[config.mk]
export PLATFORM = sky130hd
export DESIGN_NAME = hybrid_tank_control_top
export DESIGN_NICKNAME = d
export VERILOG_FILES = /design/src/hybrid_tank_pkg.sv /design/src/adc_sample_capture.sv /design/src/switching_surface_law.sv /design/src/bridge_startup_sequencer.sv /design/src/dead_time_insert.sv /design/src/hybrid_tank_control_top.sv
export SDC_FILE = /design/constraint.sdc
export NUM_CORES = 1
export LEC_CHECK = 0
export BUFFER_PORTS_ARGS = -buffer_cell sky130_fd_sc_hd__clkbuf_2
export CORE_MARGIN = 2
export CORE_UTILIZATION = 30
export DETAILED_ROUTE_END_ITERATION = 16
export GPL_TIMING_DRIVEN = 0
export PLACE_DENSITY_LB_ADDON = 0.2
export SYNTH_ARGS = -nofsm -noshare
export SYNTH_HDL_FRONTEND = slang
export SYNTH_SLANG_ARGS = --single-unit
[constraint.sdc]
create_clock -name ADA_DCO -period 24.5 [get_ports ADA_DCO]
set_input_delay 1.225 -clock ADA_DCO [delete_from_list [all_inputs] [get_ports ADA_DCO]]
set_output_delay 1.225 -clock ADA_DCO [all_outputs]
set_load 0.02 [all_outputs]
[src/hybrid_tank_pkg.sv]
`default_nettype none

package hybrid_tank_pkg;

   // ==========================================================================
   // widths
   // ==========================================================================
   localparam int SAMPLE_W = 14;   // tank adc word, two's complement
   localparam int GAIN_W   = 8;    // surface weights and slope
   localparam int THRESH_W = 24;   // hysteresis half band
   localparam int GATE_W   = 4;    // q1 q2 q3 q4 on bits 0..3

   // control mode, follows the front panel switch code
   typedef enum logic [1:0] {
      MODE_PHI   = 2'd0,   // vc and ic surface
      MODE_THETA = 2'd1,   // vc only
      MODE_HOLD  = 2'd2,   // reserved code, treated as off
      MODE_OFF   = 2'd3
   } ctrl_mode_t;

   // switching variable, 2 bit signed so neg reads as -1
   typedef enum logic [1:0] {
      SIGMA_ZERO = 2'b00,   // low side on
      SIGMA_POS  = 2'b01,   // q1 and q4
      SIGMA_NEG  = 2'b11    // q2 and q3
   } sigma_t;

   typedef enum logic [1:0] {
      PHASE_IDLE      = 2'd0,
      PHASE_BOOT      = 2'd1,   // bootstrap caps charging
      PHASE_PRECHARGE = 2'd2,   // tank pumped with sigma +1
      PHASE_RUN       = 2'd3
   } bridge_phase_t;

   // gate patterns, leg a is q1/q3 and leg b is q2/q4
   localparam logic [GATE_W-1:0] GATE_OFF = 4'b0000;
   localparam logic [GATE_W-1:0] GATE_POS = 4'b1001;   // q1 q4
   localparam logic [GATE_W-1:0] GATE_NEG = 4'b0110;   // q2 q3
   localparam logic [GATE_W-1:0] GATE_LOW = 4'b1100;   // q3 q4, also boot pattern

   localparam int unsigned DAC_OFFSET = 8191;   // mid scale for monitor dac

   // default tuning
   localparam int MU_VC            = 86;
   localparam int MU_IC            = 90;
   localparam int BOOT_CYCLES      = 10;
   localparam int PRECHARGE_CYCLES = 16;
   localparam int DEAD_CYCLES      = 8;

endpackage

`default_nettype wire

[src/adc_sample_capture.sv]
`timescale 1ns/1ps
`default_nettype none

module adc_sample_capture #(
   parameter int SAMPLE_W = hybrid_tank_pkg::SAMPLE_W
) (
   input  logic                       ADA_DCO,
   input  logic                       i_reset,
   input  logic signed [SAMPLE_W-1:0] i_vc_raw,   // capacitor voltage, raw
   input  logic signed [SAMPLE_W-1:0] i_ic_raw,   // inductor current, raw
   input  logic                       i_vc_or,
   input  logic                       i_ic_or,
   output logic signed [SAMPLE_W-1:0] o_vc,
   output logic signed [SAMPLE_W-1:0] o_ic,
   output logic        [SAMPLE_W-1:0] o_dac_vc,   // offset binary copy
   output logic                       o_adc_or    // sticky out of range
);

   import hybrid_tank_pkg::*;

   localparam logic [SAMPLE_W-1:0] DAC_MID = SAMPLE_W'(DAC_OFFSET);

   logic signed [SAMPLE_W-1:0] vc_neg;
   logic signed [SAMPLE_W-1:0] ic_neg;

   // sensors are wired with reversed polarity
   assign vc_neg = -i_vc_raw;   // wraps at full scale, -8192 stays -8192
   assign ic_neg = -i_ic_raw;

   // ==========================================================================
   // one register stage on the adc data clock
   // ==========================================================================
   always_ff @(posedge ADA_DCO) begin
      if (i_reset) begin
         o_vc     <= '0;
         o_ic     <= '0;
         o_dac_vc <= '0;
         o_adc_or <= 1'b0;
      end else begin
         o_vc     <= vc_neg;
         o_ic     <= ic_neg;
         o_dac_vc <= $unsigned(vc_neg) + DAC_MID;   // mod 2^14

         // latch any overrange until reset
         if (i_vc_or || i_ic_or) begin
            o_adc_or <= 1'b1;
         end
      end
   end

endmodule

`default_nettype wire

[src/switching_surface_law.sv]
`timescale 1ns/1ps
`default_nettype none

module switching_surface_law #(
   parameter int SAMPLE_W = hybrid_tank_pkg::SAMPLE_W,
   parameter int GAIN_W   = hybrid_tank_pkg::GAIN_W,
   parameter int MU_VC    = hybrid_tank_pkg::MU_VC,
   parameter int MU_IC    = hybrid_tank_pkg::MU_IC
) (
   input  logic                                 ADA_DCO,
   input  logic                                 i_reset,
   input  logic signed [SAMPLE_W-1:0]           i_vc,
   input  logic signed [SAMPLE_W-1:0]           i_ic,
   input  hybrid_tank_pkg::ctrl_mode_t          i_mode,
   input  logic signed [GAIN_W-1:0]             i_slope,       // surface tilt on ic
   input  logic [hybrid_tank_pkg::THRESH_W-1:0] i_threshold,   // half band, unsigned
   output hybrid_tank_pkg::sigma_t              o_sigma
);

   import hybrid_tank_pkg::*;

   // sample x mu x slope, plus one bit of headroom for the sum
   localparam int TERM_W = SAMPLE_W + 2 * GAIN_W;
   localparam int SURF_W = TERM_W + 1;

   // weights as signed constants so the products stay signed
   localparam logic signed [GAIN_W:0] MU_VC_K = (GAIN_W + 1)'(MU_VC);
   localparam logic signed [GAIN_W:0] MU_IC_K = (GAIN_W + 1)'(MU_IC);

   logic signed [TERM_W-1:0] vc_term_q;
   logic signed [TERM_W-1:0] ic_term_q;
   ctrl_mode_t               mode_q;      // mode aligned with the terms

   logic signed [SURF_W-1:0] surf;
   logic signed [SURF_W-1:0] band_hi;
   logic signed [SURF_W-1:0] band_lo;

   // ==========================================================================
   // stage a, weighted products
   // ==========================================================================
   always_ff @(posedge ADA_DCO) begin
      if (i_reset) begin
         vc_term_q <= '0;
         ic_term_q <= '0;
         mode_q    <= MODE_OFF;
      end else begin
         vc_term_q <= (i_vc * MU_VC_K) <<< 4;   // x16 matches slope scale
         if (i_mode == MODE_THETA) begin
            ic_term_q <= '0;   // theta looks at vc only
         end else begin
            ic_term_q <= i_ic * MU_IC_K * i_slope;
         end
         mode_q    <= i_mode;
      end
   end

   // surface and band edges
   assign surf    = vc_term_q + ic_term_q;   // both sign extended
   assign band_hi = $signed({{(SURF_W - THRESH_W){1'b0}}, i_threshold});
   assign band_lo = -band_hi;

   // ==========================================================================
   // stage b, hysteresis on sigma
   // ==========================================================================
   always_ff @(posedge ADA_DCO) begin
      if (i_reset) begin
         o_sigma <= SIGMA_ZERO;
      end else if (mode_q == MODE_OFF || mode_q == MODE_HOLD) begin
         o_sigma <= SIGMA_ZERO;   // converter parked on low side
      end else begin
         case (o_sigma)
            SIGMA_ZERO: begin
               o_sigma <= SIGMA_POS;   // kick the tank
            end
            SIGMA_POS: begin
               if (surf > band_hi) begin
                  o_sigma <= SIGMA_NEG;
               end
            end
            SIGMA_NEG: begin
               if (surf < band_lo) begin
                  o_sigma <= SIGMA_POS;
               end
            end
            default: begin
               o_sigma <= SIGMA_ZERO;   // unused code 2'b10
            end
         endcase
      end
   end

   // inside the band sigma holds, the band width sets the
   // oscillation amplitude of the tank

endmodule

`default_nettype wire

[src/bridge_startup_sequencer.sv]
`timescale 1ns/1ps
`default_nettype none

module bridge_startup_sequencer #(
   parameter int BOOT_CYCLES      = hybrid_tank_pkg::BOOT_CYCLES,
   parameter int PRECHARGE_CYCLES = hybrid_tank_pkg::PRECHARGE_CYCLES
) (
   input  logic                               ADA_DCO,
   input  logic                               i_reset,
   input  logic                               i_enable,
   input  hybrid_tank_pkg::sigma_t            i_sigma,   // from the law
   output logic [hybrid_tank_pkg::GATE_W-1:0] o_gate,
   output hybrid_tank_pkg::bridge_phase_t     o_phase,
   output hybrid_tank_pkg::sigma_t            o_sigma    // effective sigma
);

   import hybrid_tank_pkg::*;

   localparam int CNT_MAX = (BOOT_CYCLES > PRECHARGE_CYCLES) ? BOOT_CYCLES : PRECHARGE_CYCLES;
   localparam int CNT_W   = $clog2(CNT_MAX + 1);

   bridge_phase_t     phase_d;
   logic [CNT_W-1:0]  cnt_q;     // cycles spent in the current phase
   logic [CNT_W-1:0]  cnt_d;
   sigma_t            sigma_d;
   logic [GATE_W-1:0] pat_d;
   logic [GATE_W-1:0] gate_d;
   logic              shoot_through;

   function automatic logic [GATE_W-1:0] sigma_to_gate(input sigma_t s);
      case (s)
         SIGMA_POS: sigma_to_gate = GATE_POS;
         SIGMA_NEG: sigma_to_gate = GATE_NEG;
         default:   sigma_to_gate = GATE_LOW;   // zero means low side on
      endcase
   endfunction

   // ==========================================================================
   // start-up fsm, enable low always drops back to idle
   // ==========================================================================
   always_comb begin
      phase_d = o_phase;
      cnt_d   = cnt_q + 1'b1;
      if (!i_enable) begin
         phase_d = PHASE_IDLE;
         cnt_d   = '0;
      end else begin
         case (o_phase)
            PHASE_IDLE: begin
               phase_d = PHASE_BOOT;
               cnt_d   = '0;
            end
            PHASE_BOOT: begin
               if (cnt_q == CNT_W'(BOOT_CYCLES - 1)) begin
                  phase_d = PHASE_PRECHARGE;
                  cnt_d   = '0;
               end
            end
            PHASE_PRECHARGE: begin
               if (cnt_q == CNT_W'(PRECHARGE_CYCLES - 1)) begin
                  phase_d = PHASE_RUN;
                  cnt_d   = '0;
               end
            end
            default: cnt_d = '0;   // run, counter parked
         endcase
      end
   end

   // gate pattern and effective sigma for the next phase
   always_comb begin
      case (phase_d)
         PHASE_BOOT: begin
            sigma_d = SIGMA_ZERO;
            pat_d   = GATE_LOW;   // q3 q4 charge the bootstrap caps
         end
         PHASE_PRECHARGE: begin
            sigma_d = SIGMA_POS;
            pat_d   = GATE_POS;
         end
         PHASE_RUN: begin
            sigma_d = i_sigma;
            pat_d   = sigma_to_gate(i_sigma);
         end
         default: begin
            sigma_d = SIGMA_ZERO;
            pat_d   = GATE_OFF;
         end
      endcase
   end

   // both switches of one leg never on together
   assign shoot_through = (pat_d[0] & pat_d[2]) | (pat_d[1] & pat_d[3]);
   assign gate_d        = shoot_through ? GATE_OFF : pat_d;

   always_ff @(posedge ADA_DCO) begin
      if (i_reset) begin
         o_phase <= PHASE_IDLE;
         cnt_q   <= '0;
         o_gate  <= GATE_OFF;
         o_sigma <= SIGMA_ZERO;
      end else begin
         o_phase <= phase_d;
         cnt_q   <= cnt_d;
         o_gate  <= gate_d;
         o_sigma <= sigma_d;
      end
   end

endmodule

`default_nettype wire

[src/dead_time_insert.sv]
`timescale 1ns/1ps
`default_nettype none

module dead_time_insert #(
   parameter int N_GATE      = hybrid_tank_pkg::GATE_W,
   parameter int DEAD_CYCLES = hybrid_tank_pkg::DEAD_CYCLES
) (
   input  logic              ADA_DCO,
   input  logic              i_reset,
   input  logic [N_GATE-1:0] i_gate,   // requested gates
   output logic [N_GATE-1:0] o_gate    // gates to the drivers
);

   // counter must hold DEAD_CYCLES itself
   localparam int CNT_W = (DEAD_CYCLES > 0) ? $clog2(DEAD_CYCLES + 1) : 1;

   logic [CNT_W-1:0] cnt_q [N_GATE];   // one per gate

   // ==========================================================================
   // turn-on delayed, turn-off immediate
   // ==========================================================================
   // a gate only rises once its request has been stable for the dead time.
   // the leg partner drops its request before this one is raised, so the
   // partner is already off for at least DEAD_CYCLES when this gate comes on

   always_ff @(posedge ADA_DCO) begin
      if (i_reset) begin
         for (int g = 0; g < N_GATE; g++) begin
            cnt_q[g] <= '0;
         end
         o_gate <= '0;
      end else begin
         for (int g = 0; g < N_GATE; g++) begin
            if (!i_gate[g]) begin
               cnt_q[g]  <= '0;      // restart dead time
               o_gate[g] <= 1'b0;    // off at once
            end else if (cnt_q[g] == CNT_W'(DEAD_CYCLES)) begin
               o_gate[g] <= 1'b1;    // dead time elapsed
            end else begin
               cnt_q[g]  <= cnt_q[g] + 1'b1;
            end
         end
      end
   end

   // a glitching request restarts the count, so short pulses
   // never reach the bridge

endmodule

`default_nettype wire

[src/hybrid_tank_control_top.sv]
`timescale 1ns/1ps
`default_nettype none

module hybrid_tank_control_top #(
   parameter int SAMPLE_W         = hybrid_tank_pkg::SAMPLE_W,
   parameter int GAIN_W           = hybrid_tank_pkg::GAIN_W,
   parameter int MU_VC            = hybrid_tank_pkg::MU_VC,
   parameter int MU_IC            = hybrid_tank_pkg::MU_IC,
   parameter int BOOT_CYCLES      = hybrid_tank_pkg::BOOT_CYCLES,
   parameter int PRECHARGE_CYCLES = hybrid_tank_pkg::PRECHARGE_CYCLES,
   parameter int N_GATE           = hybrid_tank_pkg::GATE_W,
   parameter int DEAD_CYCLES      = hybrid_tank_pkg::DEAD_CYCLES
) (
   input  logic                                 ADA_DCO,       // tank adc data clock
   input  logic                                 i_reset,
   input  logic signed [SAMPLE_W-1:0]           i_vc_raw,
   input  logic signed [SAMPLE_W-1:0]           i_ic_raw,
   input  logic                                 i_vc_or,
   input  logic                                 i_ic_or,
   input  hybrid_tank_pkg::ctrl_mode_t          i_mode,
   input  logic signed [GAIN_W-1:0]             i_slope,
   input  logic [hybrid_tank_pkg::THRESH_W-1:0] i_threshold,
   input  logic                                 i_enable,      // converter on
   output logic [N_GATE-1:0]                    o_gate,        // q1..q4
   output hybrid_tank_pkg::sigma_t              o_sigma,
   output hybrid_tank_pkg::bridge_phase_t       o_phase,
   output logic [SAMPLE_W-1:0]                  o_dac_vc,      // monitor dac
   output logic                                 o_adc_or
);

   import hybrid_tank_pkg::*;

   // ==========================================================================
   // stage links
   // ==========================================================================
   logic signed [SAMPLE_W-1:0] cap_vc;
   logic signed [SAMPLE_W-1:0] cap_ic;
   sigma_t                     law_sigma;   // raw law output
   logic [N_GATE-1:0]          seq_gate;    // gates before dead time

   adc_sample_capture #(.SAMPLE_W(SAMPLE_W)) adc_sample_capture_inst (
      .ADA_DCO  (ADA_DCO),
      .i_reset  (i_reset),
      .i_vc_raw (i_vc_raw),
      .i_ic_raw (i_ic_raw),
      .i_vc_or  (i_vc_or),
      .i_ic_or  (i_ic_or),
      .o_vc     (cap_vc),
      .o_ic     (cap_ic),
      .o_dac_vc (o_dac_vc),
      .o_adc_or (o_adc_or)
   );

   // two cycle law, products then hysteresis
   switching_surface_law #(
      .SAMPLE_W (SAMPLE_W),
      .GAIN_W   (GAIN_W),
      .MU_VC    (MU_VC),
      .MU_IC    (MU_IC)
   ) switching_surface_law_inst (
      .ADA_DCO     (ADA_DCO),
      .i_reset     (i_reset),
      .i_vc        (cap_vc),
      .i_ic        (cap_ic),
      .i_mode      (i_mode),
      .i_slope     (i_slope),
      .i_threshold (i_threshold),
      .o_sigma     (law_sigma)
   );

   bridge_startup_sequencer #(
      .BOOT_CYCLES      (BOOT_CYCLES),
      .PRECHARGE_CYCLES (PRECHARGE_CYCLES)
   ) bridge_startup_sequencer_inst (
      .ADA_DCO  (ADA_DCO),
      .i_reset  (i_reset),
      .i_enable (i_enable),
      .i_sigma  (law_sigma),
      .o_gate   (seq_gate),
      .o_phase  (o_phase),
      .o_sigma  (o_sigma)   // effective sigma after start-up gating
   );

   dead_time_insert #(
      .N_GATE      (N_GATE),
      .DEAD_CYCLES (DEAD_CYCLES)
   ) dead_time_insert_inst (
      .ADA_DCO (ADA_DCO),
      .i_reset (i_reset),
      .i_gate  (seq_gate),
      .o_gate  (o_gate)
   );

endmodule

`default_nettype wire

After elaboration in Yosys (flattened, before gate mapping)
Memories as Yosys holds them, arrays and structs flattened.
Index checks and enable logic that the tools add are counted.

storage, ports and cells
  output and inout port bits = 23
  memory bits (writable) = 16
  register bits = 120
  bits of input ports = 67
  word-level logic and storage cells = 132
  memories = 1

operators by class
  multiplexer cells = 51
  multipliers = 3
  reduce and logical (&&, ||, !) cells = 13
  eq/ne operators = 18
  bitwise operators = 16
  add/subtract/negate cells = 10
  magnitude comparators = 2

memories
  memory                       words  width  read ports  clocked after Yosys merged registers in  write ports  RTL line                source
  dead_time_insert_inst.cnt_q  4      4      4           0                                        4            dead_time_insert.sv:17  logic [CNT_W-1:0] cnt_q [N_GATE];

operator list
  kind                                                number
  multiplier 14 x 7 -> 21 bit, second input constant  2
  2-to-1 mux 4 bit                                    8
  adder 26 x 30 -> 31 bit                             1
  > comparator 31 x 25 -> 1 bit                       1
  less-than comparator 31 bit                         1
  negator 24 -> 31 bit                                1
  2-to-1 mux 1 bit                                    30
  multiplier 21 x 8 -> 29 bit                         1
  negator 14 bit                                      2
  adder 4 x 1 -> 4 bit, second input constant         4
  == test 4 bit, second input constant                4
  OR reduction 2 bit                                  8
  adder 14 x 13 -> 14 bit, second input constant      1
  == test 2 bit, second input constant                6
  case mux 2 bit (3 select lines)                     2
  case mux 4 bit (3 select lines)                     1
  == test 5 x 4 -> 1 bit, second input constant       2
  2-to-1 mux 2 bit                                    5
  2-to-1 mux 5 bit                                    2
  case mux 5 bit (2 select lines)                     1
  bitwise OR 1 bit                                    9
  == test 2 x 1 -> 1 bit, second input constant       4
  case mux 4 bit (2 select lines)                     1
  adder 5 x 1 -> 5 bit, second input constant         1
  other kinds (7)                                     15

Longest topological paths before layout
  depth in word-level cells = 9
  gate-level depth with buffers = 33

Modules after synthesis
A second synthesis with hierarchy kept.

second synthesis, totals
  cell total of the unflattened synthesis = 1955
  area total of the unflattened synthesis = 17191.5 µm²

by module, submodules not included
  module                    area an instance (µm²)  times used  cells each
  switching_surface_law     13566.8                 1           1582
  adc_sample_capture        1959.4                  1           218
  dead_time_insert          1014.7                  1           89
  bridge_startup_sequencer  650.6                   1           66

Worst setup path before layout
No wires, ideal clock.

  path type = flip-flop to flip-flop
  from = reg adc_sample_capture_inst.o_ic[3]
  to = reg switching_surface_law_inst.ic_term_q[28]
  arrival time = 7.679 ns
  path slack = 16.749 ns
  library setup time = 0.072 ns
  path buffers = 1
  period minus slack after synthesis = 7.751 ns
  cell stages (with the launch flop) = 33
  cell sequence = dfxtp_1 ha_1 ha_1 inv_1 fa_1 fa_1 inv_1 ha_1 inv_1 o21ai_1 a211o_1 a31oi_1 nor2b_1 o31a_1 a21oi_1 and2_1 fa_1 fa_1 inv_1 fa_1 inv_1 fa_1 ha_1 clkbuf_1 a21o_1 a21oi_1 o21ai_0 a31oi_1 and2_1 a21oi_1 a211o_1 o31ai_1 mux2i_1

on the way
  longest elaborated chain between the ends = 2

ends and longest elaborated chain
  item                         RTL line                     source
  start: declaration           adc_sample_capture.sv:14     output logic signed [SAMPLE_W-1:0] o_ic,
  start signal: assignment     adc_sample_capture.sv:41     o_ic <= ic_neg;
  multiplier 14 x 7 -> 21 bit  switching_surface_law.sv:51  ic_term_q <= i_ic * MU_IC_K * i_slope;
  multiplier 21 x 8 -> 29 bit  switching_surface_law.sv:51
  end signal: assignment       switching_surface_law.sv:51
  end: declaration             switching_surface_law.sv:31  logic signed [TERM_W-1:0] ic_term_q;

Every way passes these cells.
A chain may end at the register's enable or synchronous reset.

Final worst setup path
  from = reg adc_sample_capture_inst.o_ic[3]
  to = reg switching_surface_law_inst.ic_term_q[29]

Same word-level chain as after synthesis.

==> impl_metrics.toml <==
[synthesis]
avgSynthCellArea_um2 = 8.77
synthArstFlopShare_pct = 0
ys_top_cells_by_area = "fa_1 (21%), ha_1 (18%), dfxtp_1 (13%)"
synthesis.area_mm2 = 0.0171
synth_edf_count = 16
syn-num-nets = 2450
yosysSeqAreaShare_pct = 16.0
yosysWarnings = 0
synth_seq_cells = 129
synth_common_cells = "inv_1 (359), ha_1 (246), fa_1 (183)"
yosys.cell_count.top_type = "inv_1"
synth_top_area_share_pct = 21.4
netlist_instances = 1954
synth_flop_cell = "dfxtp_1"
synth_top_area_cell = "fa_1"
synth_cell_types = 74

[global_routing]
grt_pass1_wl_um = 68400
grt_util_all_layers_pct = 14.4
grt_overflow = 0
grt_max_degree = 17
grt_pass1_vias = 13377
antenna_found_initial = 1

[sta]
fin_crit_sh_pct = 37.6
hold_viol = 0
tightest_slew_ns = 1.08
fmax_ghz = 0.109
setup_tns_ns = 0
finalSetupViolations = 0
rsz0062_at_grt = "no"
slew_headroom_pct = 28.0
fin_crit_ns = 9.20
slew_violations = 0
clock_skew_ns = 0.0122

[detailed_routing]
drcViolationCount = 0
drt-total-wl_um = 40700
wl_per_cell_um = 14.4
drt_iter0_markers = 580
firstDrtPassIters = 5
vias = 12982
ant_nets = 0
via_per_inst = 4.59

[run]
cap_violations = 0

[worst_hold_path]
worstHoldEndpoint = "bridge_startup_sequencer_inst.cnt_q[0]"
hold_path_depth = 1
min_path_type = "flip-flop to flip-flop"
hold_start = "bridge_startup_sequencer_inst.cnt_q[0]"

[setup_path]
r2r_cells = 31
critPathMaxFanout = 8
endpoint_kind = "flip-flop"
path_common_cell = "fa_1"
r2r-start = "adc_sample_capture_inst.o_ic[3]"
required_ns = 24.82
cp-start-kind = "flip-flop"
critPathKind = "flip-flop to flip-flop"
cpMaxStageDelayCell = "a21oi_1"
rrSetupSlack_ns = 15.30
reg2reg_to = "switching_surface_law_inst.ic_term_q[29]"
arrival_ns = 9.52
cpPeakStageDelay_ns = 0.54

[clock_tree]
cts_sinks = 129
clock_path_buffers = 2
cts_inserted_buffers = 17
postCtsSetupBuffers = 0
clkTransAtPathRegs_ns = 0.07
cts_tree = "yes"
cts_root_buffer = "clkbuf_16"
cts.repair.resized = 0
htreeDepth = 4
hold_buffers = 0
clock_latency_ns = 0.46

[floorplan]
rows = 87
pin_count = 90
initial_core_util_pct = 30.3
die-area_mm2 = 0.0591
dieHeight_um = 243
chipWidth_um = 243
core-area_mm2 = 0.0565

[placed_design]
routabilityCongestion = 0.810
io_buffers = 84
hpwl_um = 34400

[finish]
final_nets = 2553
layout-drive-gt1-share_pct = 7.15
synthToLayoutAreaGrowth_pct = 11.4

[status]
status = "complete, no violations"
==> final cells by class <==
| type | instances | area (µm²) |
|---|---|---|
| fillers | 5923 | 37400 |
| multi-input cells | 1429 | 12900 |
| flip-flops and latches | 129 | 2740 |
| inverters | 359 | 1350 |
| well taps | 756 | 946 |
| clock buffers | 17 | 425 |
| repair buffers | 84 | 420 |
| clock inverters | 15 | 161 |
| plain buffers | 37 | 149 |
| diodes | 1 | 2.50 |
==> cell families (layout without fill, tap and decap cells) <==
group | count (synthesis) | in the layout | synth area share (%)
buffers and inverters | 396 | 512 | 8.73
muxes | 16 | 16 | 0.978
and+or+nand+nor | 596 | 596 | 18.0
AOI/OAI and AO/OA | 250 | 250 | 9.90
adders and majority gates | 429 | 429 | 39.3
xor gates and xnor gates | 138 | 138 | 7.05
other | 0 | 1 | 0
DFF | 129 | 129 | 16.0
==> per-layer routing <==
metal / vias to the layer above / wire [µm] / GRT usage (%)
met5: - / 0 / 0
met4: 0 / 517 / 3.00
met3: 34 / 1600 / 2.64
met2: 188 / 17600 / 22.6
met1: 6184 / 21000 / 20.6
li1: 6576 / - / -
==> through the flow <==
stage	utilization, %	instance area, µm²	cells	hold WS, ns	worst slack (ns)
after global routing	33.8	19100	2826	0.509	14.64
after detailed placement	32.8	18500	2794	0.467	15.33
after CTS	33.8	19100	2826	0.484	15.28
after floorplan	-	17100	1954	0.433	16.75
final	33.8	19100	2827	0.484	15.30
after global placement	32.8	18500	2794	0.448	15.32
==> critical path, delay by kind of cell (launching register included) <==
kind                       cells  cell delay, ns
adders and majority gates     10            4.16
AOI/OAI and AO/OA             11            3.04
and+or+nand+nor                4            0.80
buffers and inverters          6            0.57
DFF                            1            0.47
==> worst max path at each step <==
| stage | start | end | slack, ns | cells past startpoint |
|---|---|---|---|---|
| 2_1_floorplan | adc_sample_capture_inst.o_ic[3] | switching_surface_law_inst.ic_term_q[28] | 16.75 | 32 |
| 3_3_place_gp | adc_sample_capture_inst.o_ic[3] | switching_surface_law_inst.ic_term_q[29] | 15.32 | 31 |
| 3_5_place_dp | adc_sample_capture_inst.o_ic[3] | switching_surface_law_inst.ic_term_q[29] | 15.33 | 31 |
| 4_1_cts | adc_sample_capture_inst.o_ic[3] | switching_surface_law_inst.ic_term_q[29] | 15.28 | 31 |
| 5_1_grt | adc_sample_capture_inst.o_ic[3] | switching_surface_law_inst.ic_term_q[29] | 14.64 | 31 |
| 6_report | adc_sample_capture_inst.o_ic[3] | switching_surface_law_inst.ic_term_q[29] | 15.30 | 31 |
==> flip-flops by register name, summed over array words and instances, names as in the netlist <==
| register | flops |
|---|---|
| adc_sample_capture_inst.o_adc_or | 1 |
| adc_sample_capture_inst.o_dac_vc | 14 |
| adc_sample_capture_inst.o_ic | 14 |
| adc_sample_capture_inst.o_vc | 14 |
| bridge_startup_sequencer_inst.cnt_q | 5 |
| bridge_startup_sequencer_inst.o_gate | 4 |
| bridge_startup_sequencer_inst.o_phase | 2 |
| bridge_startup_sequencer_inst.o_sigma | 2 |
| dead_time_insert_inst.cnt_q | 16 |
| dead_time_insert_inst.o_gate | 4 |
| switching_surface_law_inst.ic_term_q | 29 |
| switching_surface_law_inst.mode_q | 1 |
| switching_surface_law_inst.o_sigma | 2 |
| switching_surface_law_inst.vc_term_q | 21 |
==> cell usage in the layout, fill, tap and decap left out, types with 9 or more instances in the layout <==
cell,instances
xor2_1,49
fa_1,183
edfxtp_1,16
dfxtp_1,113
a211oi_1,15
clkbuf_16,17
nor2b_1,43
ha_1,246
a31oi_1,13
xnor2_1,89
a21oi_1,66
nor2_1,160
o21a_1,18
nor3_1,48
o21ai_0,28
inv_1,359
nor4_1,13
and2_1,121
nand3_1,31
nand2_1,87
mux2i_1,10
nand4_1,18
a21o_1,35
and3_1,9
clkbuf_1,30
clkbuf_2,84
nand2b_1,23
Power is not shown: default switching activity piles up to over one toggle a cycle in this logic, so the estimate is an artifact.
